--- config.mk ---
export PLATFORM = sky130hd
export DESIGN_NAME = l2FlushRover
export DESIGN_NICKNAME = d
export VERILOG_FILES = /design/src/hw/l2FlushRover.sv
export VERILOG_INCLUDE_DIRS = /design/src /design/src/hw
export SDC_FILE = /design/constraint.sdc
export NUM_CORES = 1
export LEC_CHECK = 0
export ABC_AREA = 1
export BUFFER_PORTS_ARGS = -buffer_cell sky130_fd_sc_hd__buf_2
export CAP_MARGIN = 30
export CORE_AREA = 8 8 45 47
export DETAILED_ROUTE_END_ITERATION = 8
export DIE_AREA = 0 0 53 55
export GPL_ROUTABILITY_DRIVEN = 0
export PLACE_DENSITY = 0.33
export SLEW_MARGIN = 20
export SYNTH_ARGS = -nofsm -noshare
export SYNTH_HDL_FRONTEND = slang
export SYNTH_SLANG_ARGS = --single-unit
--- constraint.sdc ---
create_clock -name clock -period 2.19 [get_ports clock]
set_input_delay 0.1095 -clock clock [delete_from_list [all_inputs] [get_ports clock]]
set_output_delay 0.1095 -clock clock [all_outputs]
set_load 0.05 [all_outputs]
--- src/hw/l2Cache_config.svh ---
/*
 * Build-time sizes for the L2 tile cache.
 * Included by the package and by every module that sizes a port with them.
 */
`ifndef L2_CACHE_CONFIG_SVH
`define L2_CACHE_CONFIG_SVH

// line index width, 64 lines
`define L2_INDEX_BITS 6

// one tile per line
`define L2_TILE_BITS 128

// ring byte address
`define L2_ADDR_BITS 32

// tile address, byte offset bits dropped
`define L2_TAG_BITS (`L2_ADDR_BITS - 4)

// flush rover, 0 is the all-invalid generation
`define L2_GEN_BITS 4

// ring cycles from ringIn to ringOut
`define L2_RING_LAT 3

`endif

--- src/hw/l2FlushRover.sv ---
/*
 * Line generation counter. A flush moves it on by one, which makes
 * every line stamped earlier read as absent. Generation 0 is left on its own.
 */
`include "l2Cache_config.svh"

module l2FlushRover (
	input  logic clock,
	input  logic reset,
	input  logic flushSeen,
	output logic [`L2_GEN_BITS-1:0] curGen
);

	// one cycle between the request to move and the move itself
	logic advance;

	always_ff @(posedge clock)
	begin
		if (reset)
		begin
			advance <= 1'b0;
			curGen <= '0;
		end
		else
		begin
			// generation 0 asks for its own advance, once
			advance <= flushSeen || ((curGen == '0) && !advance);
			if (advance)
			begin
				curGen <= curGen + 1'b1;
			end
		end
	end

endmodule

Yosys cells after proc, flatten, opt, wreduce, memory -nomap -nowiden
Cells that the tools add are included.
{"block": "word_totals", "ff_bits": 5, "out_inout_bits": 4, "in_bits": 3}
{"block": "op_classes", "add_sub_neg": 1, "reduce_logical": 4}
{"cell": "$add A4 B1 Y4 const B", "n": 1}
{"cell": "$logic_not A4 Y1", "n": 1}
{"cell": "$logic_and A1 B1 Y1", "n": 1}
{"cell": "$logic_not A1 Y1", "n": 1}
{"cell": "$logic_or A1 B1 Y1", "n": 1}

Logic depth before layout (Yosys ltp)
Gate-level depths: netlist of the first run.
{"block": "logic_depth", "depth_word": 3, "depth_mapped": 5}

Least setup slack after synthesis of the first run
OpenSTA, ideal clock, no wires.
{"block": "synth_path", "kind": "register -> register", "from": "reg curGen[0]", "to": "reg curGen[1]", "t_required_ps": 2071, "stages_incl_launch_ff": 5, "setup_slack_ps": 809, "arrival_time_ps": 1261, "cell_sequence": "dfxtp_1 > inv_1 > ha_1 > o21ai_0 > a21oi_1"}
{"block": "synth_between", "elab_chain_cells": 1}
{"element": "from (decl)", "line_no": "l2FlushRover.sv:11", "rtl": "output logic [`L2_GEN_BITS-1:0] curGen"}
{"element": "from (signal assigned)", "line_no": "l2FlushRover.sv:30", "rtl": "curGen <= curGen + 1'b1;"}
{"element": "$add A4 B1 Y4", "line_no": "l2FlushRover.sv:30"}
No other way between the ends.
A chain may end at the register's enable or synchronous reset.

Worst setup path in the final report of the first run
Ends and elaborated chain as after synthesis.

==> results.toml, run 1 <==
[logic_synthesis]
yosys.area.top_type = "dfxtp_1"
netlist_area_um2 = 225
yosysTopAreaCellShare_pct = 44.4
synth_edf_count = 0
synthArstFlopShare_pct = 0
synthTopCellsByArea = "dfxtp_1, ha_1, a21oi_1"
synthTopCellsByCount = "dfxtp_1, inv_1, nand2_1"
synth_fp_nets = 35
synthFlopType = "dfxtp_1"
post_synth_num_cell_types = 10
ys_warn_count = 0
netlist_instances = 30
avgSynthCellArea_um2 = 7.51
ys_ff_latch = 5
yosysSeqAreaShare_pct = 44.4

[floorplan]
num_rows = 14
start_util_pct = 16.3
die_area_mm2 = 0.00292
dieWidth_um = 53
io_pins = 7
core_area_mm2 = 0.00138
fp.dieH_um = 55

[global_routing]
grt_overflow_total = 0
grt_pass1_wl_um = 862
grt_pass1_vias = 196
track_usage_pct = 4.87
grt_max_degree = 6
antenna_found_initial = 0

[power_and_ir_drop]
power.share.switching_pct = 29.1
powerDensity_mw_per_mm2 = 833
combPwrFrac_pct = 16.2
peakVddDrop_mv = 0.223
intPower_mw = 0.178
switching_power_mw = 0.0730
seq_power_share_pct = 41.5
p_leak_nw = 0.148
clkPwrFrac_pct = 42.4

[timing]
maxSlewViolCount = 0
setup-violations-final = 0
worst_pin_slew_ps = 253
slew_headroom_pct = 83.2
clock_skew_ps = 4.46
min_period_over_period_pct = 47.5
timing.final.ws_setup_ps = 1150
tns_ps = 0
timing.fmax_mhz = 961
hold_violations = 0
finalCriticalPeriod_ps = 1040
rsz0062_at_grt = "false"

[cts]
cts_sinks = 5
cts_tree = "done"
post_cts_buffers = 0
hold_buffers = 0
cts_buffers = 3
root_buffer = "clkbuf_4"
cts_buffer_depth = 2
cts_max_level = 1
cts.reportedPaths.clkPinSlew_ps = 40
postCtsResizedCells = 0
worstSkewPairLatency_ps = 240

[finish]
fillerInstances = 158
design_area_um2 = 302
utilization_pct = 21.8
n_antenna_cell = 0
fin_nets = 46
syn2layout_area_growth_pct = 33.9
layout-drive-gt1-share_pct = 27.5

[detailed_routing]
wl_per_cell_um = 9.11
drt_wl_total_um = 510
drc_errors = 0
drtIter0Drc = 7
vias = 223
viasPerCell = 3.98
dr.pass1.iters = 4
ant_nets = 0

[worst_setup_path]
crit_fanout = 4
start_kind = "flop"
path_class = "reg2reg"
critPathSlowestCell = "dfxtp_1"
end_kind = "flop"
crit_path_max_incr_delay_ps = 370
critPathTopFamily = "flip-flops"
required_ps = 2320
critical_path_buf_inv_count = 1
cp.arrival_ps = 1170
path_cells = "inv_1 -> ha_1 -> o21ai_0 -> a21oi_1"

[placement]
hpwl_um = 398
dpl_cell_area_um2 = 275
io_buffers = 6
dp_slack_ps = 1140

[flow_run]
cap_violations = 0

[outcome]
status = "complete, no violations"

[min_path]
hold_class = "in2reg"
state kept, by name, summed over array words and instances (netlist names):
| register | cells |
|---|---|
| curGen | 4 |
| advance | 1 |
routing by layer:
layer  share of wire (%)  wire length (um)  vias to the layer above  global-route usage [%]
met3                  10                52                        2                    5.88
met5                   0                 0                        -                       0
met4                 1.6                 8                        0                    5.17
met2                  49               248                        7                    6.25
met1                  39               200                      101                    3.50
li1                    -                 -                      113                       -
stage by stage:
step	hold slack, ps	power (mW)	std cells
2_1_floorplan	179	0.135	30
3_3_place_gp	281	0.145	52
3_5_place_dp	291	0.147	52
4_1_cts	27.3	0.258	56
5_1_grt	18.2	0.274	56
6_report	35.4	0.251	56
cells in the final DEF, fill, tap and decap left out:
master    synthesis  layout
a21oi_1           4       4
buf_2             0       6
clkbuf_1          0       1
clkbuf_4          0       3
dfxtp_1           5       5
ha_1              2       2
inv_1             5       5
nand2_1           5       5
nand2_2           1       1
nand3_1           2       2
nor2_1            4       4
nor2_2            1       1
o21ai_0           1       1
kinds of logic (layout without fill, tap and decap cells):
logic type	after synthesis	after routing	share of synthesized area (%)
flops	5	5	44.4
compound gates	5	5	11.1
simple gates	13	13	25.0
buf+inv	5	15	8.33
fa+ha+maj	2	2	11.1
final timing paths:
path / start / to / slack (ps) / cells past startpoint
worst max-delay path: curGen[0]$_SDFFE_PP0P_ / curGen[1]$_SDFFE_PP0P_ / 1150 / 4
worst min-delay path: reset / advance$_SDFF_PP0_ / 40 / 2
worst max register to register: curGen[0]$_SDFFE_PP0P_ / curGen[1]$_SDFFE_PP0P_ / 1150 / 4
worst min register to register: curGen[3]$_SDFFE_PP0P_ / curGen[3]$_SDFFE_PP0P_ / 510 / 2
area by class of cell:
type / count / area (um2) / share of cell area [%]
timing repair buffer: 6 / 30.0 / 9.96
clock buffer: 4 / 26.3 / 8.71
tap: 16 / 20.0 / 6.64
sequential: 5 / 100 / 33.2
inverter: 5 / 18.8 / 6.22
multi-input combinational: 20 / 106 / 35.3
power groups by stage:
stage	clock, mW	combinational, mW	sequential [mW]
after CTS	0.112	0.0413	0.104
after global routing	0.123	0.0454	0.105
final	0.106	0.0406	0.104
after floorplan	0	0.0156	0.120
after global placement	0	0.0396	0.106
after detailed placement	0	0.0408	0.106
No activity file was read; power rests on OpenSTA's default activity.
==> run 2: changes to the inputs <==
--- a/config.mk
+++ b/config.mk
@@ -6,14 +6,14 @@
 export SDC_FILE = /design/constraint.sdc
 export NUM_CORES = 1
 export LEC_CHECK = 0
-export ABC_AREA = 1
+export ABC_AREA = 0
 export BUFFER_PORTS_ARGS = -buffer_cell sky130_fd_sc_hd__buf_2
 export CAP_MARGIN = 30
 export CORE_AREA = 8 8 45 47
 export DETAILED_ROUTE_END_ITERATION = 8
 export DIE_AREA = 0 0 53 55
 export GPL_ROUTABILITY_DRIVEN = 0
-export PLACE_DENSITY = 0.33
+export PLACE_DENSITY = 0.34
 export SLEW_MARGIN = 20
 export SYNTH_ARGS = -nofsm -noshare
 export SYNTH_HDL_FRONTEND = slang
==> constraint.sdc (replaced) <==
create_clock -name clock -period 0.9 [get_ports clock]
set_input_delay 0.045 -clock clock [delete_from_list [all_inputs] [get_ports clock]]
set_output_delay 0.045 -clock clock [all_outputs]
set_load 0.05 [all_outputs]
==> results.toml, run 2 <==
[outcome]
status = "complete, but fails checks"
violations = "negative setup slack"

[floorplan]
fp.dieH_um = 55
core_area_mm2 = 0.00138
dieWidth_um = 53
num_rows = 14
io_pins = 7
start_util_pct = 16.5
die_area_mm2 = 0.00292

[logic_synthesis]
synth_edf_count = 0
avgSynthCellArea_um2 = 9.90
synthTopCellsByCount = "dfxtp_1, inv_1, nor2_1"
yosysSeqAreaShare_pct = 44.0
yosys.area.top_type = "dfxtp_1"
ys_warn_count = 0
yosysMostFrequentCell = "dfxtp_1"
synthTopCellsByArea = "dfxtp_1, ha_1, inv_1"
synthFlopType = "dfxtp_1"
netlist_instances = 23
synthArstFlopShare_pct = 0
yosysTopAreaCellShare_pct = 44.0
netlist_area_um2 = 228
post_synth_num_cell_types = 13
synth_fp_nets = 28
ys_ff_latch = 5

[cts]
cts.reportedPaths.clkPinSlew_ps = 50
root_buffer = "clkbuf_4"
cts_tree = "done"
worstSkewPairLatency_ps = 240
cts_buffer_depth = 2
cts_buffers = 3
hold_buffers = 0
post_cts_buffers = 0
cts_sinks = 5
cts_max_level = 1

[timing]
min_period_over_period_pct = 126
rsz0062_at_grt = "true"
slew_headroom_pct = 92.0
timing.fmax_mhz = 885
hold_violations = 0
clock_skew_ps = 5.89
finalCriticalPeriod_ps = 1130
setup-violations-final = 3
timing.final.ws_setup_ps = -230
maxSlewViolCount = 0
worst_pin_slew_ps = 117

[finish]
utilization_pct = 33.0
design_area_um2 = 457
fin_nets = 46
syn2layout_area_growth_pct = 101
largest_register_ffs = 4
n_antenna_cell = 0
top_register = "curGen"
final_cell_mix = "buf_6, buf_4"
biggestRegsByFlops = "curGen (4), advance (1)"
fillerInstances = 146
layout-drive-gt1-share_pct = 70.0

[detailed_routing]
viasPerCell = 3.88
wl_met2_um = 264
drtIter0Drc = 1
drt_wl_total_um = 546
route.met3.wl_um = 56
dr.pass1.iters = 2
top_layer = "met3"
ant_nets = 0
wl_per_cell_um = 9.75
wl_met1_um = 225
vias = 217
drc_errors = 0

[worst_setup_path]
path_cells = "inv_2 -> ha_4 -> or4b_1 -> a21oi_1"
end_kind = "flop"
path_class = "reg2reg"
required_ps = 1070
critical_path_buf_inv_count = 1
crit_fanout = 2
crit_path_max_incr_delay_ps = 420
critPathSlowestCell = "or4b_1"
start_kind = "flop"
critPathTopFamily = "simple AND/OR/NAND/NOR gates"
cp.arrival_ps = 1300

[flow_run]
cap_violations = 0

[power_and_ir_drop]
p_leak_nw = 0.199
peakVddDrop_mv = 0.795
powerDensity_mw_per_mm2 = 1610

[global_routing]
grt_overflow_total = 0
grt_pass1_wl_um = 959
grt_max_degree = 7
antenna_found_initial = 0
track_usage_pct = 4.75
grt_pass1_vias = 240

[placement]
hpwl_um = 429
dpl_cell_area_um2 = 343
io_buffers = 6

[min_path]
hold_class = "in2reg"
==> run 2: changes by cell type in the layout (fill, tap and decap cells not counted), sizes merged, moves of 2 or more <==
cell / delta
nand3: -2
inv: -2
nand2: -6
a21oi: -2
buf: +7
nor2: -2
==> run 2: cell type report <==
type	count	area, um2	share of cell area, %
inverters	3	11.3	2.47
well taps	16	20.0	4.38
repair buffers	13	130	28.5
multi-input cells	15	156	34.2
flip-flops and latches	5	113	24.7
clock buffers	4	26.3	5.75
==> run 2: report_power, final <==
| part | total [mW] | internal, mW | switching, mW |
|---|---|---|---|
| logic | 0.229 | 0.115 | 0.114 |
| registers | 0.250 | 0.239 | 0.0116 |
| clock network | 0.257 | 0.168 | 0.0893 |
| total | 0.736 | 0.521 | 0.215 |
==> run 2: metal layers <==
layer / global-route usage [%] / up-vias
met5: 0 / -
met4: 5.17 / 0
met3: 1.87 / 0
met2: 7.23 / 5
met1: 4.70 / 99
li1: - / 113
==> run 2: worst paths after layout <==
| kind | start | end | slack [ps] | cells after the start |
|---|---|---|---|---|
| min reg2reg | curGen[3]$_SDFFE_PP0P_ | advance$_SDFF_PP0_ | 500 | 2 |
| min | reset | curGen[2]$_SDFFE_PP0P_ | 30 | 2 |
| max reg2reg | curGen[0]$_SDFFE_PP0P_ | advance$_SDFF_PP0_ | -230 | 4 |
| max | curGen[0]$_SDFFE_PP0P_ | advance$_SDFF_PP0_ | -230 | 4 |
==> run 2: kinds of logic after synthesis <==
| kind of cell | Yosys count | synth area share [%] |
|---|---|---|
| adder cells (fa/ha/maj) | 2 | 11.0 |
| AO/OA/AOI/OAI | 3 | 8.79 |
| multiplexers | 2 | 9.34 |
| XOR/XNOR | 1 | 3.85 |
| AND/OR/NAND/NOR | 7 | 18.1 |
| flip-flops | 5 | 44.0 |
| buffers and inverters | 3 | 4.94 |
==> run 2: repair_timing <==
action,CTS,global route
resized for setup,15,5
setup endpoints to repair,8,8
pin swaps,2,5
==> run 2: metrics by stage <==
step / setup slack [ps] / std cells / TNS (ps) / power [mW] / hold WS [ps]
2_1_floorplan: -268 / 23 / -538 / 0.350 / 104
3_3_place_gp: -204 / 52 / -470 / 0.415 / 284
3_5_place_dp: -220 / 52 / -527 / 0.418 / 289
4_1_cts: -229 / 56 / -503 / 0.718 / 34.9
5_1_grt: -255 / 56 / -668 / 0.796 / 34.1
6_report: -230 / 56 / -437 / 0.736 / 32.3
