File: config.mk
export PLATFORM = sky130hd
export DESIGN_NAME = l2MissFsm
export DESIGN_NICKNAME = d
export VERILOG_FILES = /design/src/hw/l2CachePkg.sv /design/src/hw/l2MissFsm.sv
export VERILOG_INCLUDE_DIRS = /design/src /design/src/hw
export SDC_FILE = /design/constraint.sdc
export NUM_CORES = 1
export LEC_CHECK = 0
export BUFFER_PORTS_ARGS = -buffer_cell sky130_fd_sc_hd__buf_4
export CORE_AREA = 2 2 261 263
export DETAILED_ROUTE_END_ITERATION = 7
export DIE_AREA = 0 0 263 265
export GPL_TIMING_DRIVEN = 0
export PLACE_DENSITY = 0.58
export SETUP_SLACK_MARGIN = 0.15
export SLEW_MARGIN = 20
export SYNTH_ARGS = -nofsm -noshare
export SYNTH_HDL_FRONTEND = slang
export SYNTH_SLANG_ARGS = --single-unit
export TNS_END_PERCENT = 10
File: constraint.sdc
create_clock -name clock -period 19.5 [get_ports clock]
set_input_delay 5.85 -clock clock [delete_from_list [all_inputs] [get_ports clock]]
set_output_delay 5.85 -clock clock [all_outputs]
set_load 0.01 [all_outputs]
File: src/hw/l2Cache_config.svh
/*
 * Build-time sizes for the L2 tile cache.
 * Included by the package and by every module that sizes a port with them.
 */
`ifndef L2_CACHE_CONFIG_SVH
`define L2_CACHE_CONFIG_SVH

// line index width, 64 lines
`define L2_INDEX_BITS 6

// one tile per line
`define L2_TILE_BITS 128

// ring byte address
`define L2_ADDR_BITS 32

// tile address, byte offset bits dropped
`define L2_TAG_BITS (`L2_ADDR_BITS - 4)

// flush rover, 0 is the all-invalid generation
`define L2_GEN_BITS 4

// ring cycles from ringIn to ringOut
`define L2_RING_LAT 3

`endif

File: src/hw/l2CachePkg.sv
/*
 * Shared types for the L2 tile cache: ring and DDR encodings, array entries,
 * miss handoff, plus the index hash and message decode helpers.
 */
`include "l2Cache_config.svh"

package l2CachePkg;

	typedef enum logic [7:0] {
		RING_IDLE  = 8'h00,
		RING_LDX   = 8'h93,
		RING_STX   = 8'h97,
		RING_OKLD  = 8'h53,
		RING_OKST  = 8'h57,
		RING_FLUSH = 8'h9F
	} ringOp_t;

	typedef enum logic [4:0] {
		DDR_READY   = 5'h00,
		DDR_RD_TILE = 5'h11,
		DDR_WR_TILE = 5'h12
	} ddrOp_t;

	typedef enum logic [1:0] {
		OK_READY = 2'b00,
		OK_OK    = 2'b01,
		OK_HOLD  = 2'b10
	} ddrOk_t;

	typedef enum logic [2:0] {
		MISS_IDLE,
		MISS_WR_REQ,
		MISS_WR_END,
		MISS_RD_REQ,
		MISS_FILL
	} missState_t;

	typedef struct packed {
		logic [15:0] seq;
		ringOp_t opcode;
		logic [`L2_ADDR_BITS-1:0] addr;
		logic [`L2_TILE_BITS-1:0] data;
	} ringMsg_t;

	typedef struct packed {
		logic [`L2_TAG_BITS-1:0] tag;
		logic dirty;
		logic [`L2_GEN_BITS-1:0] gen;
		logic [`L2_TILE_BITS-1:0] tile;
	} lineInfo_t;

	typedef struct packed {
		logic en;
		logic [`L2_INDEX_BITS-1:0] index;
		lineInfo_t line;
	} lineWrite_t;

	typedef struct packed {
		logic [`L2_INDEX_BITS-1:0] index;
		logic [`L2_TAG_BITS-1:0] tag;
		lineInfo_t victim;
	} missReq_t;

	typedef struct packed {
		ddrOp_t opcode;
		logic [`L2_ADDR_BITS-1:0] addr;
		logic [`L2_TILE_BITS-1:0] data;
	} ddrReq_t;

	typedef struct packed {
		ddrOk_t ok;
		logic [`L2_TILE_BITS-1:0] data;
	} ddrRsp_t;

	// fold the next index-sized slice into the low bits
	function automatic logic [`L2_INDEX_BITS-1:0] lineIndex(input logic [`L2_TAG_BITS-1:0] tag);
		return tag[`L2_INDEX_BITS-1:0] ^ tag[2*`L2_INDEX_BITS-1:`L2_INDEX_BITS];
	endfunction

	function automatic logic isRamAddr(input logic [`L2_ADDR_BITS-1:0] addr);
		return (addr[31:30] == 2'b00) && (addr[29:24] != 6'h00);
	endfunction

	function automatic logic isFlushMsg(input ringMsg_t msg);
		return (msg.opcode == RING_FLUSH) && (msg.addr[31:28] == 4'hF) &&
			(msg.addr[3:0] == 4'hE);
	endfunction

endpackage

File: src/hw/l2MissFsm.sv
/*
 * Miss engine. Takes one miss at a time from the ring pipe, writes a dirty
 * victim back over DDR, reads the new tile and fills the line as clean.
 */
`include "l2Cache_config.svh"

module l2MissFsm (
	input  logic clock,
	input  logic reset,
	input  logic missValid,
	output logic missReady,
	input  l2CachePkg::missReq_t missReq,
	input  logic [`L2_GEN_BITS-1:0] curGen,
	output l2CachePkg::lineWrite_t fillWrite,
	output l2CachePkg::ddrReq_t ddrReq,
	input  l2CachePkg::ddrRsp_t ddrRsp
);
	import l2CachePkg::*;

	missState_t state;
	logic [`L2_INDEX_BITS-1:0] reqIndex;
	logic [`L2_TAG_BITS-1:0] reqTag;
	lineInfo_t victim;
	logic [`L2_TILE_BITS-1:0] fillTile;
	logic ddrIdle;
	logic ddrDone;

	assign missReady = (state == MISS_IDLE);

	// bus free for a new request, or current request acknowledged
	assign ddrIdle = (ddrReq.opcode == DDR_READY) && (ddrRsp.ok == OK_READY);
	assign ddrDone = (ddrReq.opcode != DDR_READY) && (ddrRsp.ok == OK_OK);

	always_comb
	begin
		fillWrite.en = (state == MISS_FILL);
		fillWrite.index = reqIndex;
		fillWrite.line = '{tag: reqTag, dirty: 1'b0, gen: curGen, tile: fillTile};
	end

	always_ff @(posedge clock)
	begin
		if (missValid && missReady)
		begin
			reqIndex <= missReq.index;
			reqTag <= missReq.tag;
			victim <= missReq.victim;
		end
		if ((state == MISS_RD_REQ) && ddrDone)
		begin
			fillTile <= ddrRsp.data;
		end
	end

	always_ff @(posedge clock)
	begin
		if (reset)
		begin
			state <= MISS_IDLE;
			ddrReq <= '0;
		end
		else
		begin
			case (state)
				MISS_IDLE:
				begin
					if (missValid && missReady)
					begin
						state <= missReq.victim.dirty ? MISS_WR_REQ : MISS_RD_REQ;
					end
				end
				MISS_WR_REQ:
				begin
					if (ddrIdle)
					begin
						ddrReq.opcode <= DDR_WR_TILE;
						ddrReq.addr <= {victim.tag, 4'h0};
						ddrReq.data <= victim.tile;
					end
					else if (ddrDone)
					begin
						ddrReq.opcode <= DDR_READY;
						state <= MISS_WR_END;
					end
				end
				// write finished, wait until DDR is back to ready
				MISS_WR_END:
				begin
					if (ddrRsp.ok == OK_READY)
					begin
						state <= MISS_RD_REQ;
					end
				end
				MISS_RD_REQ:
				begin
					if (ddrIdle)
					begin
						ddrReq.opcode <= DDR_RD_TILE;
						ddrReq.addr <= {reqTag, 4'h0};
						ddrReq.data <= '0;
					end
					else if (ddrDone)
					begin
						ddrReq.opcode <= DDR_READY;
						state <= MISS_FILL;
					end
				end
				MISS_FILL:
				begin
					state <= MISS_IDLE;
				end
				default:
				begin
					state <= MISS_IDLE;
				end
			endcase
		end
	end

endmodule

-- Yosys cells after proc, flatten, opt, wreduce, memory -nomap -nowiden
Index checks and enable logic that the tools add are counted.
- output and inout port bits: 334
- register bits: 486
- bits of input ports: 332
- word-level logic and storage cells: 47
- equal/unequal tests: 13
- reductions and logical operators: 11
- multiplexer cells: 14
- operator list (kind ; count):
    165-bit case mux with 2 select lines ; 1
    160-bit two-way mux ; 2
    3-bit two-way mux ; 6
    5-bit two-way mux ; 3
    2-bit inequality test, second input constant ; 7
    3-bit case mux with 4 select lines ; 1
    3-bit by 2-bit equality test with 1-bit output, second input constant ; 2
    6-bit AND reduction ; 1
    5-bit logical NOT ; 1
    5-bit nonzero test ; 1
    1-bit logical AND ; 4
    3-bit by 1-bit equality test with 1-bit output, second input constant ; 1
    3-bit equality test, second input constant ; 1
    3-bit logical NOT ; 1
    3-bit AND reduction ; 1
    2-bit by 1-bit equality test with 1-bit output, second input constant ; 1
    2-bit logical NOT ; 1
    2-bit two-way mux ; 1
    2-bit by 1-bit inequality test with 1-bit output, second input constant ; 1
    2-bit nonzero test ; 1

-- Depth between registers and ports, before layout
- word-level depth: 5
- mapped depth: 6
- gate-level depth less buffers: 3

-- Worst setup path after synthesis
OpenSTA, ideal clock, no wires.
- kind: in2reg
- start: input ddrRsp[128] (netlist bit)
- end: register fillTile[0], enable pin
- arrival: 11.554 ns
- path buffers: 0
- cell stages on the path: 3
- required time: 18.883 ns
- library setup time: 0.617 ns
- slack: 7.329 ns
- cells stage by stage: nor2b_1 > o21ai_0 > nor2_1
- word-level cells in the longest chain between the ends: 3
- ends and longest elaborated chain (what ; RTL line ; RTL):
    from (decl) ; l2MissFsm.sv:16 ; input l2CachePkg::ddrRsp_t ddrRsp
    2-bit by 1-bit equality test with 1-bit output ; l2MissFsm.sv:32 ; assign ddrDone = (ddrReq.opcode != DDR_READY) && (ddrRsp.ok == OK_OK);
    1-bit logical AND ; l2MissFsm.sv:32 ;
    1-bit logical AND ; l2MissFsm.sv:49 ; if ((state == MISS_RD_REQ) && ddrDone)
    to (signal assigned) ; l2MissFsm.sv:51 ; fillTile <= ddrRsp.data;
    to (decl) ; l2MissFsm.sv:24 ; logic [`L2_TILE_BITS-1:0] fillTile;
No other way between the ends.
A chain may end at the register's enable or synchronous reset.

-- Final worst setup path
- start: input curGen[1]
- end: output fillWrite[129] (netlist bit)
- RTL lines (what ; RTL line ; RTL):
    from (decl) ; l2MissFsm.sv:13 ; input logic [`L2_GEN_BITS-1:0] curGen,
    to (decl) ; l2MissFsm.sv:14 ; output l2CachePkg::lineWrite_t fillWrite,
No word-level cell between the ends.

==> impl_results.md <==
- Outcome: completed
- Cell count of the worst hold path: 2
- Clk sinks: 482
- Slowest stage delay, CP: around 0.13 ns
- # DRC: 0
- Initial antenna violation count: 5
- Number of max-cap violations: 0
- Yosys Warn Count: 0
- CTS tree: built
- Detailed-route wire length: 55.4 mm
- Buffers from clock root to sink, at most: 3
- First-pass DRT Iterations: 7
- CP Capture Type: output pin
- Root buf cell: clkbuf_16
- Top layer in use: met5
- Gp weighted congestion: between 0.8 and 0.9
- Final WS setup: around 7.6 ns
- Crit path cell chain: buf_4 > buf_4
- EDFF count, synth: around 320
- Final hold vios: 0
- Least-Margin Pin Slew: 0.968 ns
- Final setup violation count: 0
- Met3 wire length: 5.56 mm
- Total track usage: 15.2%
- Die H: 265 um
- CP top delay family: buffers and inverters
- Tcrit/Tclk final: 61.2%
- Post-route ant nets: 0
- Vias per cell: 4.15
- RR Endpoint: fillTile[76]$_DFFE_PP_
- WP data required: approximately 14 ns
- Layout cells sized above 1: 42.6%
- Startpoint Class: input pin
- Fmax: around 0.084 GHz
- Full die area: 0.0697 mm^2
- Fill cells: ~6.4k
- Critical path fanouts, max: 1
- IO Port Bufs: 652
- Slew Limit Fails: 0
- Area of the core: around 0.067 mm^2
- Min-Delay Path Class: register to register
- Instance area at placement: 0.0229 mm^2
- # rows: 95
- Pwr Density: approximately 95 mW/mm^2
- Share of synthesized area occupied by flip-flops and latches: 76.8%
- Asr flop ratio synth: 0%
- Ys flop type: edfxtp_1
- CTS Buf Count: 53
- Max-Slew Margin vs Limit: a little over a third
- Finished Cell Area: about 0.025 mm^2
- Number of global-route vias before repair: 11.8k
- Peak supply drop: 68.7 uV
- Buf+Inv Stages, Crit Path: 2
- RSZ-0062 raised after global routing: no
- Synth Instances: 1059
- Critical R2R Launch: state[1]$_SDFFE_PP0P_
- Critical path class: input pin to output pin
- HP Start: ddrReq[58]$_SDFFE_PP0P_
- Crit-path slowest cell: buf_4
- Worst Reg-to-Reg Cells: 7
- Yosys reg bits: 482
- I/O pins: 666
- Initial DRC Count: between 600 and 700
- Die width: 263 um
- Pre-CTS setup slack: 7.55 ns
- Multi-input logic area: 0.00348 mm^2
- Largest net degree at the start of global routing: 49
- Final worst path period need: 11.94 ns
- FF/Latch Area: 0.0128 mm^2
- Drt wl/cell: 20.5 um
- Starting density of the core: 25.0%
- First-pass GRT wire length: 78.4 mm
- Post-synth cell types: 29
- H-tree level count: 2
- M1 WL: 19.4 mm
- WHS Endpoint: ddrReq[58]$_SDFFE_PP0P_
- Mean Syn Cell Area: 15.8 um^2
- Post-Syn Area: about 0.017 mm^2
- Post-CTS Resized: 0
- Reg2Reg Setup Slack: 16.82 ns
- Via count: ~11k
- CP arrival: 6.09 ns
- Finished Core Util: 36.9%
- Hold-fix buffers, CTS: 0
- Setup_tns: 0 ns
- Total congestion overflow: 0
- WL met2: 28.9 mm
- Clk_lat worst skew: 0.57 ns
- Cell mode on critical path: buf_4
- Hold slack: about 0.47 ns
- Post-CTS Setup Inserts: 0
- Final HPWL DP: 43.0 mm
- Clk slew on worst S/H paths: 0.06 ns
- Pleak: 9.76 nW
- Area added between synthesis and finish: 47.3%
- Worst Skew: between 0.015 and 0.02 ns
- Post-layout net count: 2111
## per-stage QoR
step | total power [W] | instances
detailed placement | 0.00140 | 2597
floorplan | 0.00127 | 1063
global route | 0.00243 | 2696
CTS | 0.00237 | 2694
finish | 0.00234 | 2697
global placement | 0.00140 | 2588
## kinds of logic (layout without fill, tap and decap cells)
| kind of cell | count (synthesis) | in the layout | share of synthesized area [%] |
|---|---|---|---|
| mux | 156 | 156 | 9.34 |
| simple gates | 280 | 280 | 8.62 |
| other cells | 1 | 8 | 0.0224 |
| compound gates | 65 | 65 | 2.71 |
| flops | 482 | 482 | 76.8 |
| buf+inv | 75 | 833 | 2.52 |
## power by group
group	internal (W)	switching (W)	total, W
Combinational	0.000101	0.000106	0.000206
Sequential	0.00114	0.0000202	0.00116
Clock	0.000559	0.000406	0.000965
Total	0.00180	0.000532	0.00234
## cell type report
cell class | count | area share [%]
clock buffer | 76 | 6.06
timing repair buffer | 661 | 20.8
sequential | 482 | 52.1
tap | 873 | 4.44
clock inverter | 21 | 0.706
inverter | 4 | 0.0610
multi-input combinational | 506 | 14.2
antenna | 3 | 0.0305
buffer | 71 | 1.66
## layout by cell type (no fill, tap or decap), types with 3 or more instances in the layout
master	instances
clkinv_4	3
buf_4	663
buf_6	12
clkbuf_8	8
dfxtp_1	164
a31oi_1	31
nand2_1	128
buf_12	4
inv_1	4
conb_1	5
mux2i_1	156
clkinv_1	4
clkbuf_16	53
nor2b_1	5
edfxtp_1	318
a211oi_1	28
buf_2	7
clkinv_2	8
nor3_1	3
nor2_1	4
diode_2	3
clkbuf_1	55
nand2b_1	130
buf_16	5
## state kept, by name (all words and copies together), names as in the netlist
| signal | cells |
|---|---|
| ddrReq | 161 |
| fillTile | 128 |
| reqIndex | 6 |
| reqTag | 28 |
| state | 3 |
| victim | 156 |
## Yosys cell counts (all sizes together), types with 3 or more instances
master  number  share of area (%)
and2         3               0.11
a211oi      28                1.3
nor3         3              0.090
nor2         5               0.11
nand2      128                2.9
inv          4              0.090
nand2b     130                4.9
a31oi       31                1.2
buf         30                1.5
clkbuf      41               0.92
edfxtp     318                 57
mux2i      156                9.3
dfxtp      164                 20
nor2b        5               0.19
## metal layers
| layer | up-vias | global-route usage (%) |
|---|---|---|
| met5 | - | 0 |
| met1 | 5401 | 15.5 |
| li1 | 5245 | - |
| met4 | 6 | 4.74 |
| met2 | 455 | 28.1 |
| met3 | 86 | 6.59 |
## how the worst max path moves through the flow
stage | start | end | slack, ns | cells after the start
finish | curGen[1] | fillWrite[129] | 7.56 | 2
floorplan | ddrRsp[128] | fillTile[0]$_DFFE_PP_ | 7.33 | 3
global route | curGen[1] | fillWrite[129] | 7.55 | 2
CTS | curGen[1] | fillWrite[129] | 7.55 | 2
global placement | ddrRsp[129] | fillTile[14]$_DFFE_PP_ | 4.46 | 4
detailed placement | curGen[1] | fillWrite[129] | 7.55 | 2
Power figures use the tool's default switching activity.
