--- src/hw/l2Cache_config.svh ---
/*
 * Build-time sizes for the L2 tile cache.
 * Included by the package and by every module that sizes a port with them.
 */
`ifndef L2_CACHE_CONFIG_SVH
`define L2_CACHE_CONFIG_SVH

// line index width, 64 lines
`define L2_INDEX_BITS 6

// one tile per line
`define L2_TILE_BITS 128

// ring byte address
`define L2_ADDR_BITS 32

// tile address, byte offset bits dropped
`define L2_TAG_BITS (`L2_ADDR_BITS - 4)

// flush rover, 0 is the all-invalid generation
`define L2_GEN_BITS 4

// ring cycles from ringIn to ringOut
`define L2_RING_LAT 3

`endif

--- src/hw/l2CachePkg.sv ---
/*
 * Shared types for the L2 tile cache: ring and DDR encodings, array entries,
 * miss handoff, plus the index hash and message decode helpers.
 */
`include "l2Cache_config.svh"

package l2CachePkg;

	typedef enum logic [7:0] {
		RING_IDLE  = 8'h00,
		RING_LDX   = 8'h93,
		RING_STX   = 8'h97,
		RING_OKLD  = 8'h53,
		RING_OKST  = 8'h57,
		RING_FLUSH = 8'h9F
	} ringOp_t;

	typedef enum logic [4:0] {
		DDR_READY   = 5'h00,
		DDR_RD_TILE = 5'h11,
		DDR_WR_TILE = 5'h12
	} ddrOp_t;

	typedef enum logic [1:0] {
		OK_READY = 2'b00,
		OK_OK    = 2'b01,
		OK_HOLD  = 2'b10
	} ddrOk_t;

	typedef enum logic [2:0] {
		MISS_IDLE,
		MISS_WR_REQ,
		MISS_WR_END,
		MISS_RD_REQ,
		MISS_FILL
	} missState_t;

	typedef struct packed {
		logic [15:0] seq;
		ringOp_t opcode;
		logic [`L2_ADDR_BITS-1:0] addr;
		logic [`L2_TILE_BITS-1:0] data;
	} ringMsg_t;

	typedef struct packed {
		logic [`L2_TAG_BITS-1:0] tag;
		logic dirty;
		logic [`L2_GEN_BITS-1:0] gen;
		logic [`L2_TILE_BITS-1:0] tile;
	} lineInfo_t;

	typedef struct packed {
		logic en;
		logic [`L2_INDEX_BITS-1:0] index;
		lineInfo_t line;
	} lineWrite_t;

	typedef struct packed {
		logic [`L2_INDEX_BITS-1:0] index;
		logic [`L2_TAG_BITS-1:0] tag;
		lineInfo_t victim;
	} missReq_t;

	typedef struct packed {
		ddrOp_t opcode;
		logic [`L2_ADDR_BITS-1:0] addr;
		logic [`L2_TILE_BITS-1:0] data;
	} ddrReq_t;

	typedef struct packed {
		ddrOk_t ok;
		logic [`L2_TILE_BITS-1:0] data;
	} ddrRsp_t;

	// fold the next index-sized slice into the low bits
	function automatic logic [`L2_INDEX_BITS-1:0] lineIndex(input logic [`L2_TAG_BITS-1:0] tag);
		return tag[`L2_INDEX_BITS-1:0] ^ tag[2*`L2_INDEX_BITS-1:`L2_INDEX_BITS];
	endfunction

	function automatic logic isRamAddr(input logic [`L2_ADDR_BITS-1:0] addr);
		return (addr[31:30] == 2'b00) && (addr[29:24] != 6'h00);
	endfunction

	function automatic logic isFlushMsg(input ringMsg_t msg);
		return (msg.opcode == RING_FLUSH) && (msg.addr[31:28] == 4'hF) &&
			(msg.addr[3:0] == 4'hE);
	endfunction

endpackage

--- src/hw/l2RingPipe.sv ---
/*
 * Three-stage ring pipeline. Stage 1 captures the message and reads the line,
 * stage 2 decides hit, store or miss, stage 3 drives the ring out.
 * Served requests turn into OKLD/OKST, everything else passes untouched.
 */
`include "l2Cache_config.svh"

module l2RingPipe (
	input  logic clock,
	input  logic reset,
	input  l2CachePkg::ringMsg_t ringIn,
	output l2CachePkg::ringMsg_t ringOut,
	output logic [`L2_INDEX_BITS-1:0] readIndex,
	input  l2CachePkg::lineInfo_t readLine,
	input  logic [`L2_GEN_BITS-1:0] curGen,
	output l2CachePkg::lineWrite_t storeWrite,
	input  l2CachePkg::lineWrite_t fillWrite,
	output logic missValid,
	input  logic missReady,
	output l2CachePkg::missReq_t missReq,
	output logic flushSeen
);
	import l2CachePkg::*;

	ringMsg_t s1Msg;
	ringMsg_t s2Msg;
	ringMsg_t served;
	logic [`L2_INDEX_BITS-1:0] s1Index;
	logic [`L2_INDEX_BITS-1:0] s2Index;
	logic [`L2_INDEX_BITS-1:0] prevWrIndex;
	logic [`L2_INDEX_BITS-1:0] pendIndex;
	logic [`L2_TAG_BITS-1:0] reqTag;
	logic prevWrEn;
	logic isLoad;
	logic isStore;
	logic isRamReq;
	logic tagHit;
	logic hit;
	logic skip;

	always_ff @(posedge clock)
	begin
		s1Msg <= ringIn;
		s1Index <= lineIndex(ringIn.addr[`L2_ADDR_BITS-1:4]);
		s2Msg <= s1Msg;
		s2Index <= s1Index;
		if (reset)
		begin
			s1Msg.opcode <= RING_IDLE;
			s2Msg.opcode <= RING_IDLE;
		end
	end

	assign readIndex = s1Index;
	assign flushSeen = isFlushMsg(s1Msg);

	always_comb
	begin
		reqTag = s2Msg.addr[`L2_ADDR_BITS-1:4];
		isLoad = (s2Msg.opcode == RING_LDX);
		isStore = (s2Msg.opcode == RING_STX);
		isRamReq = (isLoad || isStore) && isRamAddr(s2Msg.addr);
		// generation 0 and stale stamps both count as absent
		tagHit = (curGen != '0) && (readLine.gen == curGen) && (readLine.tag == reqTag);
		hit = tagHit || (isStore && !readLine.dirty);
		// line written at our read edge, readLine is stale
		skip = prevWrEn && (prevWrIndex == s2Index);
		// stores keep off a line that is being filled
		if (isStore && (fillWrite.en || (!missReady && (pendIndex == s2Index))))
		begin
			skip = 1'b1;
		end

		served = s2Msg;
		if (isLoad)
		begin
			served.opcode = RING_OKLD;
			served.data = readLine.tile;
		end
		else
		begin
			served.opcode = RING_OKST;
		end

		storeWrite.en = isRamReq && isStore && hit && !skip;
		storeWrite.index = s2Index;
		storeWrite.line = '{tag: reqTag, dirty: 1'b1, gen: curGen, tile: s2Msg.data};

		missValid = isRamReq && !hit && !skip;
		missReq = '{index: s2Index, tag: reqTag, victim: readLine};
	end

	always_ff @(posedge clock)
	begin
		if (reset)
		begin
			ringOut <= '0;
			prevWrEn <= 1'b0;
		end
		else
		begin
			ringOut <= (isRamReq && hit && !skip) ? served : s2Msg;
			prevWrEn <= storeWrite.en || fillWrite.en;
		end
	end

	always_ff @(posedge clock)
	begin
		prevWrIndex <= fillWrite.en ? fillWrite.index : storeWrite.index;
		if (missValid && missReady)
		begin
			pendIndex <= s2Index;
		end
	end

endmodule

--- config.mk ---
export PLATFORM = sky130hd
export DESIGN_NAME = l2RingPipe
export DESIGN_NICKNAME = d
export VERILOG_FILES = /design/src/hw/l2CachePkg.sv /design/src/hw/l2RingPipe.sv
export VERILOG_INCLUDE_DIRS = /design/src /design/src/hw
export SDC_FILE = /design/constraint.sdc
export NUM_CORES = 1
export LEC_CHECK = 0
export ABC_AREA = 1
export BUFFER_PORTS_ARGS = -buffer_cell sky130_fd_sc_hd__clkbuf_2
export CELL_PAD_IN_SITES_DETAIL_PLACEMENT = 2
export CELL_PAD_IN_SITES_GLOBAL_PLACEMENT = 2
export CORE_AREA = 2 2 418 420
export CTS_CLUSTER_DIAMETER = 120
export DETAILED_ROUTE_END_ITERATION = 10
export DIE_AREA = 0 0 420 422
export GPL_TIMING_DRIVEN = 0
export PLACE_DENSITY_LB_ADDON = 0.12
export RECOVER_POWER = 100
export SLEW_MARGIN = 20
export SYNTH_ARGS = -nofsm -noshare
export SYNTH_HDL_FRONTEND = slang
export SYNTH_SLANG_ARGS = --single-unit
export TNS_END_PERCENT = 30
--- constraint.sdc ---
create_clock -name clock -period 2.69 [get_ports clock]
set_input_delay 0.1345 -clock clock [delete_from_list [all_inputs] [get_ports clock]]
set_output_delay 0.1345 -clock clock [all_outputs]
set_load 0.01 [all_outputs]
== After elaboration in Yosys (flattened, before gate mapping) ==
Index checks and enable logic that the tools add are counted.
Word-level totals
  RAM bits: 0
  memory bits (read-only): 0
  register bits: 577
  output and inout bits: 555
  memories kept: 0
  latch bits: 0
Operators by class
  magnitude comparators: 0
  div/mod/pow operators: 0
  reduce and logical (&&, ||, !) cells: 29
  multiplexer cells: 5
  shifts and indexed selects: 0
  bitwise operators: 1
  equal/unequal tests: 9
  $mul: 0
  add/subtract/negate cells: 0
Operators with widths (number)
  168-bit 2-to-1 mux: 1
  128-bit 2-to-1 mux: 1
  28-bit equality test: 1
  8-bit equality test, second input constant: 3
  1-bit logical AND: 18
  6-bit equality test: 2
  4-bit equality test, second input constant: 2
  6-bit 2-to-1 mux: 1
  6-bit nonzero test: 1
  6-bit bitwise XOR: 1
  4-bit equality test: 1
  1-bit zero test: 4
  1-bit logical OR: 4
  4-bit nonzero test: 1
  3-bit 2-to-1 mux: 1
  2-bit zero test: 1
  1-bit 2-to-1 mux: 1

== Logic depth before layout (Yosys ltp) ==
Gate-level depths: netlist (run 1).
  depth in word-level cells: 8
  gate-level depth with buffers: 15

== Least setup slack after synthesis (run 1) ==
Ideal clock, no wire load.
  path type: register to register
  from: register s2Index[0]
  to: register pendIndex[0], enable pin
  setup time: 0.350 ns
  data required time: 2.340 ns
  cell stages (with the launch flop): 10
  setup slack: 0.839 ns
  data arrival time: 1.501 ns
  clock period less this slack: 1.851 ns
  cells stage by stage: dfxtp_1 > inv_1 > or2_2 > nand3_1 > nor2_1 > nand2_1 > nand4_1 > nor2_1 > nand3_1 > nor2_1
On the way
  word-level cells in the longest chain between the ends: 8
  elaborated cells on any way between the ends: 10
RTL lines
  from (decl): RTL line l2RingPipe.sv:29  | logic [`L2_INDEX_BITS-1:0] s2Index;
  from (signal assigned): RTL line l2RingPipe.sv:46  | s2Index <= s1Index;
  6-bit equality test: RTL line l2RingPipe.sv:69  | if (isStore && (fillWrite.en || (!missReady && (pendIndex == s2Index))))
  1-bit logical AND: RTL line l2RingPipe.sv:69
  1-bit logical OR: RTL line l2RingPipe.sv:69
  1-bit logical AND: RTL line l2RingPipe.sv:69
  1-bit 2-to-1 mux (*): RTL line l2RingPipe.sv:69
  1-bit zero test (*): RTL line l2RingPipe.sv:89  | missValid = isRamReq && !hit && !skip;
  1-bit logical AND (*): RTL line l2RingPipe.sv:89
  1-bit logical AND (*): RTL line l2RingPipe.sv:110  | if (missValid && missReady)
  to (signal assigned): RTL line l2RingPipe.sv:112  | pendIndex <= s2Index;
  to (decl): RTL line l2RingPipe.sv:31  | logic [`L2_INDEX_BITS-1:0] pendIndex;
Every way passes the cells marked *; elsewhere a longest branch is shown, timed or not.
A chain may end at the register's enable or synchronous reset.

==> results of run 1 <==
==> metal layers <==
| layer | GRT usage | vias to the layer above |
|---|---|---|
| li1 | - | 8950 |
| met1 | 0.1546 | 8793 |
| met2 | 0.2286 | 494 |
| met3 | 0.03947 | 139 |
| met4 | 0.02944 | 20 |
| met5 | 0 | - |
==> stage by stage <==
| step | cell area, um^2 | setup slack [ns] | setup TNS (ns) | power, mW | cells |
|---|---|---|---|---|---|
| 2_1_floorplan | 20260 | 0.8390 | 0 | 10.43 | 2201 |
| 5_1_grt | 33930 | -0.05034 | -0.05896 | 24.10 | 5929 |
| 6_report | 33950 | 0.2175 | 0 | 22.86 | 5937 |
| 3_5_place_dp | 27760 | -0.3148 | -20.18 | 11.82 | 5438 |
| 3_3_place_gp | 27730 | -0.8623 | -52.98 | 11.80 | 5437 |
| 4_1_cts | 33900 | 0.001057 | 0 | 23.54 | 5922 |
==> flip-flops by register name (all words and copies together) (netlist names) <==
| name | flops |
|---|---|
| prevWrIndex | 6 |
| s2Index | 6 |
| readIndex | 6 |
| s1Msg | 184 |
| storeWrite | 128 |
| pendIndex | 6 |
| s2Msg | 28 |
| missReq | 28 |
| prevWrEn | 1 |
| ringOut | 184 |
==> synthesized netlist by cell type (2+ instances only) <==
cell type and count:
xor2_1 9, buf_1 2, nor4_1 2, edfxtp_1 6, nor3_1 3, a21oi_1 4
nand2_1 391, xnor2_1 3, o21ai_0 6, o211ai_1 2, inv_1 249, nand3_1 8
mux2_2 128, buf_4 356, clkbuf_1 30, buf_6 10, nand3b_1 2, dfxtp_1 571
nor2_1 377, buf_2 23, nand4_1 14
==> logic make-up after synthesis <==
family	Yosys count	synth area share
multiplexers	128	0.07113
AND/OR/NAND/NOR	801	0.1521
AO/OA/AOI/OAI	12	0.003211
flip-flops	577	0.5730
XOR/XNOR	12	0.005187
buffers and inverters	670	0.1952
other	1	0.0001851
==> layout make-up <==
cell class,count,share of cell area
tap,2325,0.08568
multi-input combinational,954,0.1395
clock buffer,118,0.06976
inverter,249,0.02753
antenna,15,0.001106
timing repair buffer,1251,0.2338
buffer,421,0.08985
clock inverter,27,0.009213
sequential,577,0.3437
==> repair_timing <==
| action | 4_1_cts | 5_1_grt |
|---|---|---|
| hold buffers | 339 | 0 |
| resized for setup | 38 | 31 |
| hold endpoints to repair | 331 | 0 |
| pin swaps | 1 | 0 |
| endpoints found under the setup margin | 134 | 133 |
==> worst max-delay path, stage by stage, from the launching register on <==
cell and delay (ns):
dfxtp_2 0.44, inv_1 0.12, nand2_1 0.10, nand4_1 0.17, nor3_1 0.26, nand3_2 0.13
nand2_1 0.07, nand2_1 0.05, nor2_1 0.10, clkbuf_8 0.20
==> power groups by stage <==
stage	Sequential [mW]	Clock [mW]	Combinational [mW]
3_5_place_dp	9.52	0	2.31
2_1_floorplan	9.45	0	0.976
6_report	9.32	10.9	2.67
3_3_place_gp	9.51	0	2.29
5_1_grt	9.38	11.8	2.91
4_1_cts	9.34	11.4	2.76
==> path summary, 6_finish.rpt <==
| kind | start | end | slack, ns | cells past startpoint |
|---|---|---|---|---|
| worst min register to register | s1Msg[145]$_DFF_P_ | missReq[174]$_DFF_P_ | 0.32 | 0 |
| worst max register to register | missReq[183]$_DFF_P_ | ringOut[46]$_SDFF_PP0_ | 0.23 | 14 |
| worst min-delay path | ringIn[150] | s1Msg[150]$_DFF_P_ | 0.09 | 2 |
| worst max-delay path | missReq[178]$_DFF_P_ | storeWrite[167] | 0.22 | 9 |
==> impl_metrics.tcl, run 1 <==
set metrics [dict create \
    cts.clk_slew.worst_paths_ns 0.05 \
    cts_tree "built" \
    drv_slew 0 \
    relSlewSlack 0.4045 \
    place_hpwl_um 95880 \
    dieArea_um2 177200 \
    cts_setup_buffers 0 \
    endpoint_kind "output port" \
    synth.top_cell.area_share 0.5641 \
    switchingPower_mw 6.055 \
    clk_latency_ns 0.69 \
    synth_seq_cells 577 \
    min-delay-path-class "primary input to register" \
    p_int_mw 16.80 \
    top_layer "met5" \
    ys_dominant_reg_cell "dfxtp_1" \
    final_cell_mix "clkbuf_2, dfxtp_1, nand2_1" \
    synth_area_um2 20260 \
    fin_crit_ns 2.473 \
    via_per_inst 3.099 \
    grt_overflow 0 \
    drive_above_1_share 0.4340 \
    synth_seq_area_share 0.5730 \
    first_iter_violations 426 \
    rsz0062_at_grt "yes" \
    wire_per_inst_um 19.81 \
    gp_congestion 0.8057 \
    synth_edf_count 6 \
    ys_warn_count 0 \
    numCtsBuffers 82 \
    setup_viol 0 \
    fillers 20150 \
    cp_max_fo 4 \
    cp_data_required_time_ns 2.56 \
    async_flop_share 0 \
    synth_cells 2201 \
    drv_cap 0 \
    ir_worst_vdd_uv 404.4 \
    worstMarginPinSlew_ns 0.8932 \
    final_core_util 0.1964 \
    synth.avg_cell_area_um2 9.207 \
    ant_nets 0 \
    synth.distinct_cells 26 \
    wl_met3_um 7540 \
    synth.largest_area_cell "dfxtp_1" \
    period_share 0.9192 \
    grt_pass1_vias 19650 \
    syn_to_final_growth_pct 67.54 \
    num_vias 18400 \
    worst_clock_skew_ns 0.02305 \
    grt_antenna_before_repair 29 \
    syn-num-nets 2721 \
    netlist_top_cells_area "dfxtp_1, buf_4, nand2_1" \
    p_leak_nw 17.25 \
    fin_nets 4056 \
    wl_met1_um 48750 \
    power_density_nw_per_um2 673.2 \
    core_um2 172900 \
    cp.arrival_ns 2.34 \
    worst_setup_path_start_kind "register" \
    htreeDepth 3 \
    fmax_ghz 0.4044 \
    power.share.combinational 0.117 \
    first_pass_iters 4 \
    hold_slack_ns 0.09100 \
    hold_violations 0 \
    multi_input_area_um2 4735 \
    clock_path_buffers 3 \
    p_sw_frac 0.2649 \
    wl_met2_um 59010 \
    root_buffer "clkbuf_16" \
    fp.dieH_um 422 \
    grt_use_total 0.1304 \
    final_common_cell "clkbuf_2" \
    row_count 153 \
    io_buffer_count 911 \
    regArea_um2 11670 \
    drt-total-wl_um 117600 \
    grt_max_degree 13 \
    post-route-drc-count 0 \
    grt_pass1_wl_um 159700 \
    clock-sinks 577 \
    outcome "completed" \
    p_clk_frac 0.475 \
    initial_core_util 0.1172 \
    p_seq_frac 0.408 \
    io_pins 1075 \
    critPathKind "register to output port" \
    die_x_um 420 \
]
(Power assumes the default switching activity.)
==> run 2: changes to the inputs <==
ABC_AREA = default   (was 1)
CORE_AREA = 2 2 425 427   (was 2 2 418 420)
DIE_AREA = 0 0 427 429   (was 0 0 420 422)
==> run 2 against run 1 <==
- the run now ends with setup timing left
- die area up 3.4%
- sequential power about the same
- clock power about the same
- final cell count down 9.8%
- non-clock buffer count up 37
- worst setup slack worse by 0.57 ns
- sequential cell count unchanged
- combinational power down 13%
- power down 0.74%
- critical path type unchanged
- critical endpoint unchanged
==> impl_metrics.tcl, run 2 <==
set metrics [dict create \
    outcome "complete, but fails checks" \
    violations "setup timing" \
    setup_viol 2 \
    place_hpwl_um 87670 \
    worstMarginPinSlew_ns 1.015 \
    cts_tree "built" \
    first_pass_iters 4 \
    die_x_um 427 \
    syn-num-nets 2087 \
    synth_common_cells "dfxtp_1, buf_4, a21oi_1, nand3_1, o21ai_0" \
    syn_to_final_growth_pct 76.84 \
    root_buffer "clkbuf_16" \
    synth_cells 1567 \
    gp_congestion 0.7867 \
    endpoint_kind "output port" \
    cp_max_fo 2 \
    wire_per_inst_um 20.31 \
    cp.arrival_ns 2.91 \
    fp.dieH_um 429 \
    synthMostInstantiatedCell "dfxtp_1" \
    grt_max_degree 12 \
    clock_path_buffers 3 \
    drt-total-wl_um 108800 \
    via_per_inst 3.017 \
    ir_worst_vdd_uv 352.2 \
    final_cell_mix "dfxtp_1, clkbuf_2, clkbuf_1" \
    ys_dominant_reg_cell "dfxtp_1" \
    synth.largest_area_cell "dfxtp_1" \
    fin_crit_ns 3.043 \
    synth_seq_cells 577 \
    grt_antenna_before_repair 31 \
    grt_use_total 0.1160 \
    netlist_top_cells_area "dfxtp_1, buf_4, a21oi_1" \
    grt_pass1_wl_um 147900 \
    period_share 1.131 \
    async_flop_share 0 \
    cp_data_required_time_ns 2.56 \
    synth_seq_area_share 0.6486 \
    synth_area_um2 17900 \
    fin_ws_ns -0.3532 \
    drive_above_1_share 0.3681 \
    drv_cap 0 \
    dieArea_um2 183200 \
    row_count 155 \
    cts.clk_slew.worst_paths_ns 0.06 \
    power_density_nw_per_um2 716.7 \
    synth.distinct_cells 40 \
    worst_clock_skew_ns 0.01830 \
    rsz0062_at_grt "yes" \
    core_um2 178000 \
    htreeDepth 3 \
    dpl_worst_slack_ns -1.570 \
    p_leak_nw 13.09 \
    fin_nets 3444 \
    synth_edf_count 6 \
    min-delay-path-class "primary input to register" \
    initial_core_util 0.1005 \
    clk_latency_ns 0.69 \
    final_common_cell "dfxtp_1" \
    io_pins 1075 \
    num_vias 16160 \
    fin_cells 5357 \
    setup-tns-final_ns -0.5293 \
    clock-sinks 577 \
    grt_pass1_vias 18590 \
    numCtsBuffers 81 \
    first_iter_violations 400 \
    post-route-drc-count 0 \
    ant_nets 0 \
    synth.top_cell.area_share 0.6386 \
    synth.avg_cell_area_um2 11.42 \
    critPathKind "register to output port" \
    hold_violations 0 \
    dp.cells 4833 \
    ys_warn_count 0 \
    worst_setup_path_start_kind "register" \
    grt_overflow 0 \
    relSlewSlack 0.3233 \
    fmax_ghz 0.3286 \
    drv_slew 0 \
    io_buffer_count 910 \
]
run 2: cell count changes after synthesis, sizes merged, moves of 9 or more:
cell   change
a21oi    +126
inv      -247
mux2     -122
nand2    -391
nand3    +122
nand4      -9
nor2     -375
nor2b     +70
o21ai    +122
xor2      +29
run 2: kinds of logic (layout without fill, tap and decap cells):
| kind of cell | after synthesis | after routing | share of synthesized area |
|---|---|---|---|
| AO/OA/AOI/OAI | 264 | 264 | 0.07598 |
| XOR/XNOR | 49 | 49 | 0.02397 |
| buffers and inverters | 437 | 1856 | 0.1736 |
| flip-flops | 577 | 577 | 0.6486 |
| multiplexers | 6 | 6 | 0.003774 |
| other | 1 | 17 | 0.0002095 |
| AND/OR/NAND/NOR | 233 | 233 | 0.07381 |
run 2: cell type report:
| cell class | count | area, um^2 |
|---|---|---|
| diodes | 16 | 40.04 |
| plain buffers | 434 | 3237 |
| clock buffers | 114 | 2344 |
| clock inverters | 31 | 376.6 |
| fillers | 20650 | 146400 |
| inverters | 2 | 7.507 |
| multi-input cells | 553 | 3386 |
| flip-flops and latches | 577 | 11680 |
| well taps | 2355 | 2947 |
| repair buffers | 1275 | 7642 |
run 2: through the flow:
stage	hold WS, ns	power [mW]	cell area, um^2	utilization
global placement	0.2374	11.49	25400	0.1427
CTS	0.004176	23.47	31910	0.1793
detailed placement	0.2390	11.50	25430	0.1428
finish	0.07808	22.69	31660	0.1778
floorplan	0.1622	10.22	17900	-
global route	0.03083	23.88	31640	0.1777
run 2: final timing paths:
kind / startpoint / to / slack [ns] / cells after the start
worst max-delay path: missReq[165]$_DFF_P_ / storeWrite[167] / -0.35 / 8
worst min-delay path: fillWrite[167] / prevWrEn$_SDFF_PP0_ / 0.08 / 2
worst max register to register: missReq[165]$_DFF_P_ / ringOut[65]$_SDFF_PP0_ / 0.08 / 10
worst min register to register: s1Msg[80]$_DFF_P_ / storeWrite[80]$_DFF_P_ / 0.31 / 0
run 2: repair_timing:
| action | 4_1_cts | 5_1_grt |
|---|---|---|
| gates cloned | 0 | 0 |
| setup endpoints to repair | 139 | 120 |
| hold endpoints to repair | 349 | 0 |
| setup buffers | 14 | 10 |
| resized for setup | 94 | 123 |
| pin swaps | 10 | 6 |
| hold buffers | 341 | 0 |
run 2: power by group:
part	switching, mW	internal, mW	leakage, nW
combinational	1.14	1.18	6.90
sequential	0.267	9.04	4.85
clock	4.31	6.75	1.34
run 2: critical path, stage by stage, from the launching register on:
cell,delay [ns]
dfxtp_4,0.37
xor2_4,0.16
nor4_4,0.40
nand4_1,0.14
buf_4,0.17
or3_4,0.39
buf_12,0.15
a211oi_4,0.22
clkbuf_8,0.21
run 2: per-layer routing:
layer  vias up  routed length (um)  share of wire  global-route usage
met5         -                 302         0.0028            0.007937
met4        16                3190          0.029             0.03787
met3       147                8746          0.080             0.04570
met2       605               55330           0.51              0.2067
met1      7823               41260           0.38              0.1230
li1       7572                   -              -                   -
==> run 3: changes to the inputs <==
MAX_ROUTING_LAYER = met4   (was default)
==> run 3 against run 2 <==
- the run still ends with setup timing left
- die area stayed put
- wire length hardly changed
- combinational power hardly changed
- largest cell class unchanged
==> impl_metrics.tcl, run 3 (synthesized netlist as in run 2, its figures left out) <==
set metrics [dict create \
    outcome "complete, but fails checks" \
    violations "setup timing" \
    io_buffer_count 910 \
    min-delay-path-class "primary input to register" \
    endpoint_kind "output port" \
    fin_ws_ns -0.3667 \
    wire_per_inst_um 20.28 \
    worstPathCellList "xor2_4, nor4_4, nand4_1, buf_4, or3_4, buf_12, a211oi_4, clkbuf_8" \
    post-route-drc-count 0 \
    final_common_cell "dfxtp_1" \
    rsz0062_at_grt "yes" \
    dp.cells 4833 \
    hold_violations 0 \
    clock_path_buffers 3 \
    total_power_mw 22.70 \
    worstMarginPinSlew_ns 1.033 \
    endpoint "storeWrite[167]" \
    root_buffer "clkbuf_16" \
    grt_pass1_vias 18600 \
    final_cell_mix "dfxtp_1, clkbuf_2, clkbuf_1" \
    row_count 155 \
    dieArea_um2 183200 \
    hold_slack_ns 0.06721 \
    grt_use_total 0.1194 \
    critPathKind "register to output port" \
    rr_startpoint "missReq[165]$_DFF_P_" \
    period_share 1.136 \
    num_vias 16190 \
    cp-startpoint "missReq[165]$_DFF_P_" \
    drt-total-wl_um 108900 \
    rrSetupSlack_ns 0.07 \
    die_x_um 427 \
    drv_cap 0 \
    cp_max_fo 2 \
    worst_setup_path_start_kind "register" \
    first_pass_iters 4 \
    relSlewSlack 0.3113 \
    io_pins 1075 \
    fin_crit_ns 3.057 \
    timing.hold.worst.start "fillWrite[167]" \
    fin_nets 3444 \
    grt_overflow 0 \
    setup-tns-final_ns -0.5247 \
    clk_latency_ns 0.69 \
    first_iter_violations 369 \
    dpl_worst_slack_ns -1.570 \
    power_density_nw_per_um2 716.3 \
    via_per_inst 3.016 \
    drv_slew 0 \
    fmax_ghz 0.3272 \
    fin_cells 5369 \
    grt_pass1_wl_um 147800 \
    cp.arrival_ns 2.92 \
    htreeDepth 3 \
    clock-sinks 577 \
    numCtsBuffers 81 \
    cp_data_required_time_ns 2.56 \
    p_leak_nw 13.09 \
    gp_congestion 0.7977 \
    place_hpwl_um 87670 \
    reg2regPathDepth 10 \
    core_um2 178000 \
    timing.rr.end "ringOut[107]$_SDFF_PP0_" \
    worst_clock_skew_ns 0.01937 \
    cts.clk_slew.worst_paths_ns 0.06 \
    syn_to_final_growth_pct 77.00 \
    cts_tree "built" \
    drive_above_1_share 0.3681 \
    cp_slowest_cell "nor4_4" \
    grt_max_degree 12 \
    ant_nets 0 \
    grt_antenna_before_repair 35 \
    setup_viol 2 \
    fp.dieH_um 429 \
    initial_core_util 0.1005 \
    cp_slowest_stage_delay_ns 0.40 \
    ir_worst_vdd_uv 351.9 \
]
[run 3: worst min path at each step]
stage / slack (ns) / cells after the start / to
final: 0.07 / 2 / prevWrEn$_SDFF_PP0_
after global routing: 0.03 / 2 / s1Msg[40]$_DFF_P_
after CTS: 0.004 / 4 / ringOut[166]$_SDFF_PP0_
after detailed placement: 0.24 / 1 / s1Msg[169]$_DFF_P_
after global placement: 0.24 / 1 / s1Msg[170]$_DFF_P_
after floorplan: 0.16 / 0 / s1Msg[0]$_DFF_P_
[run 3: metal layers]
layer / part of all wire / track usage
met5: 0 / -
met4: 0.030 / 0.03781
met3: 0.082 / 0.04456
met2: 0.51 / 0.2065
met1: 0.38 / 0.1247
[run 3: cell type report]
cell class	count	area, um^2
well taps	2355	2947
plain buffers	434	3237
diodes	28	70.07
clock buffers	114	2344
flip-flops and latches	577	11680
clock inverters	31	376.6
multi-input cells	553	3386
fillers	20650	146300
repair buffers	1275	7642
inverters	2	7.507
[run 3: through the flow]
step / util / instance area [um^2]
after floorplan: - / 17900
final: 0.1780 / 31690
after CTS: 0.1793 / 31910
after global placement: 0.1427 / 25400
after detailed placement: 0.1428 / 25430
after global routing: 0.1779 / 31680
[run 3: timing repair]
| item | 4_1_cts | 5_1_grt |
|---|---|---|
| endpoints found under the setup margin | 139 | 120 |
| hold endpoints to repair | 349 | 0 |
| setup buffers | 14 | 10 |
| resized for setup | 94 | 123 |
| hold buffers | 341 | 0 |
| pin swaps | 10 | 6 |
| gates cloned | 0 | 0 |
[run 3: critical path: cells and delay by family, from the launching register on]
| family | cells | cell delay [ns] |
|---|---|---|
| compound gates | 1 | 0.22 |
| xor+xnor | 1 | 0.16 |
| buf+inv | 3 | 0.52 |
| flops | 1 | 0.37 |
| simple gates | 3 | 0.93 |
[run 3: power by group]
part	leakage, nW	internal, mW	switching, mW
registers	4.85	9.04	0.269
logic	6.90	1.18	1.14
clock network	1.34	6.75	4.32
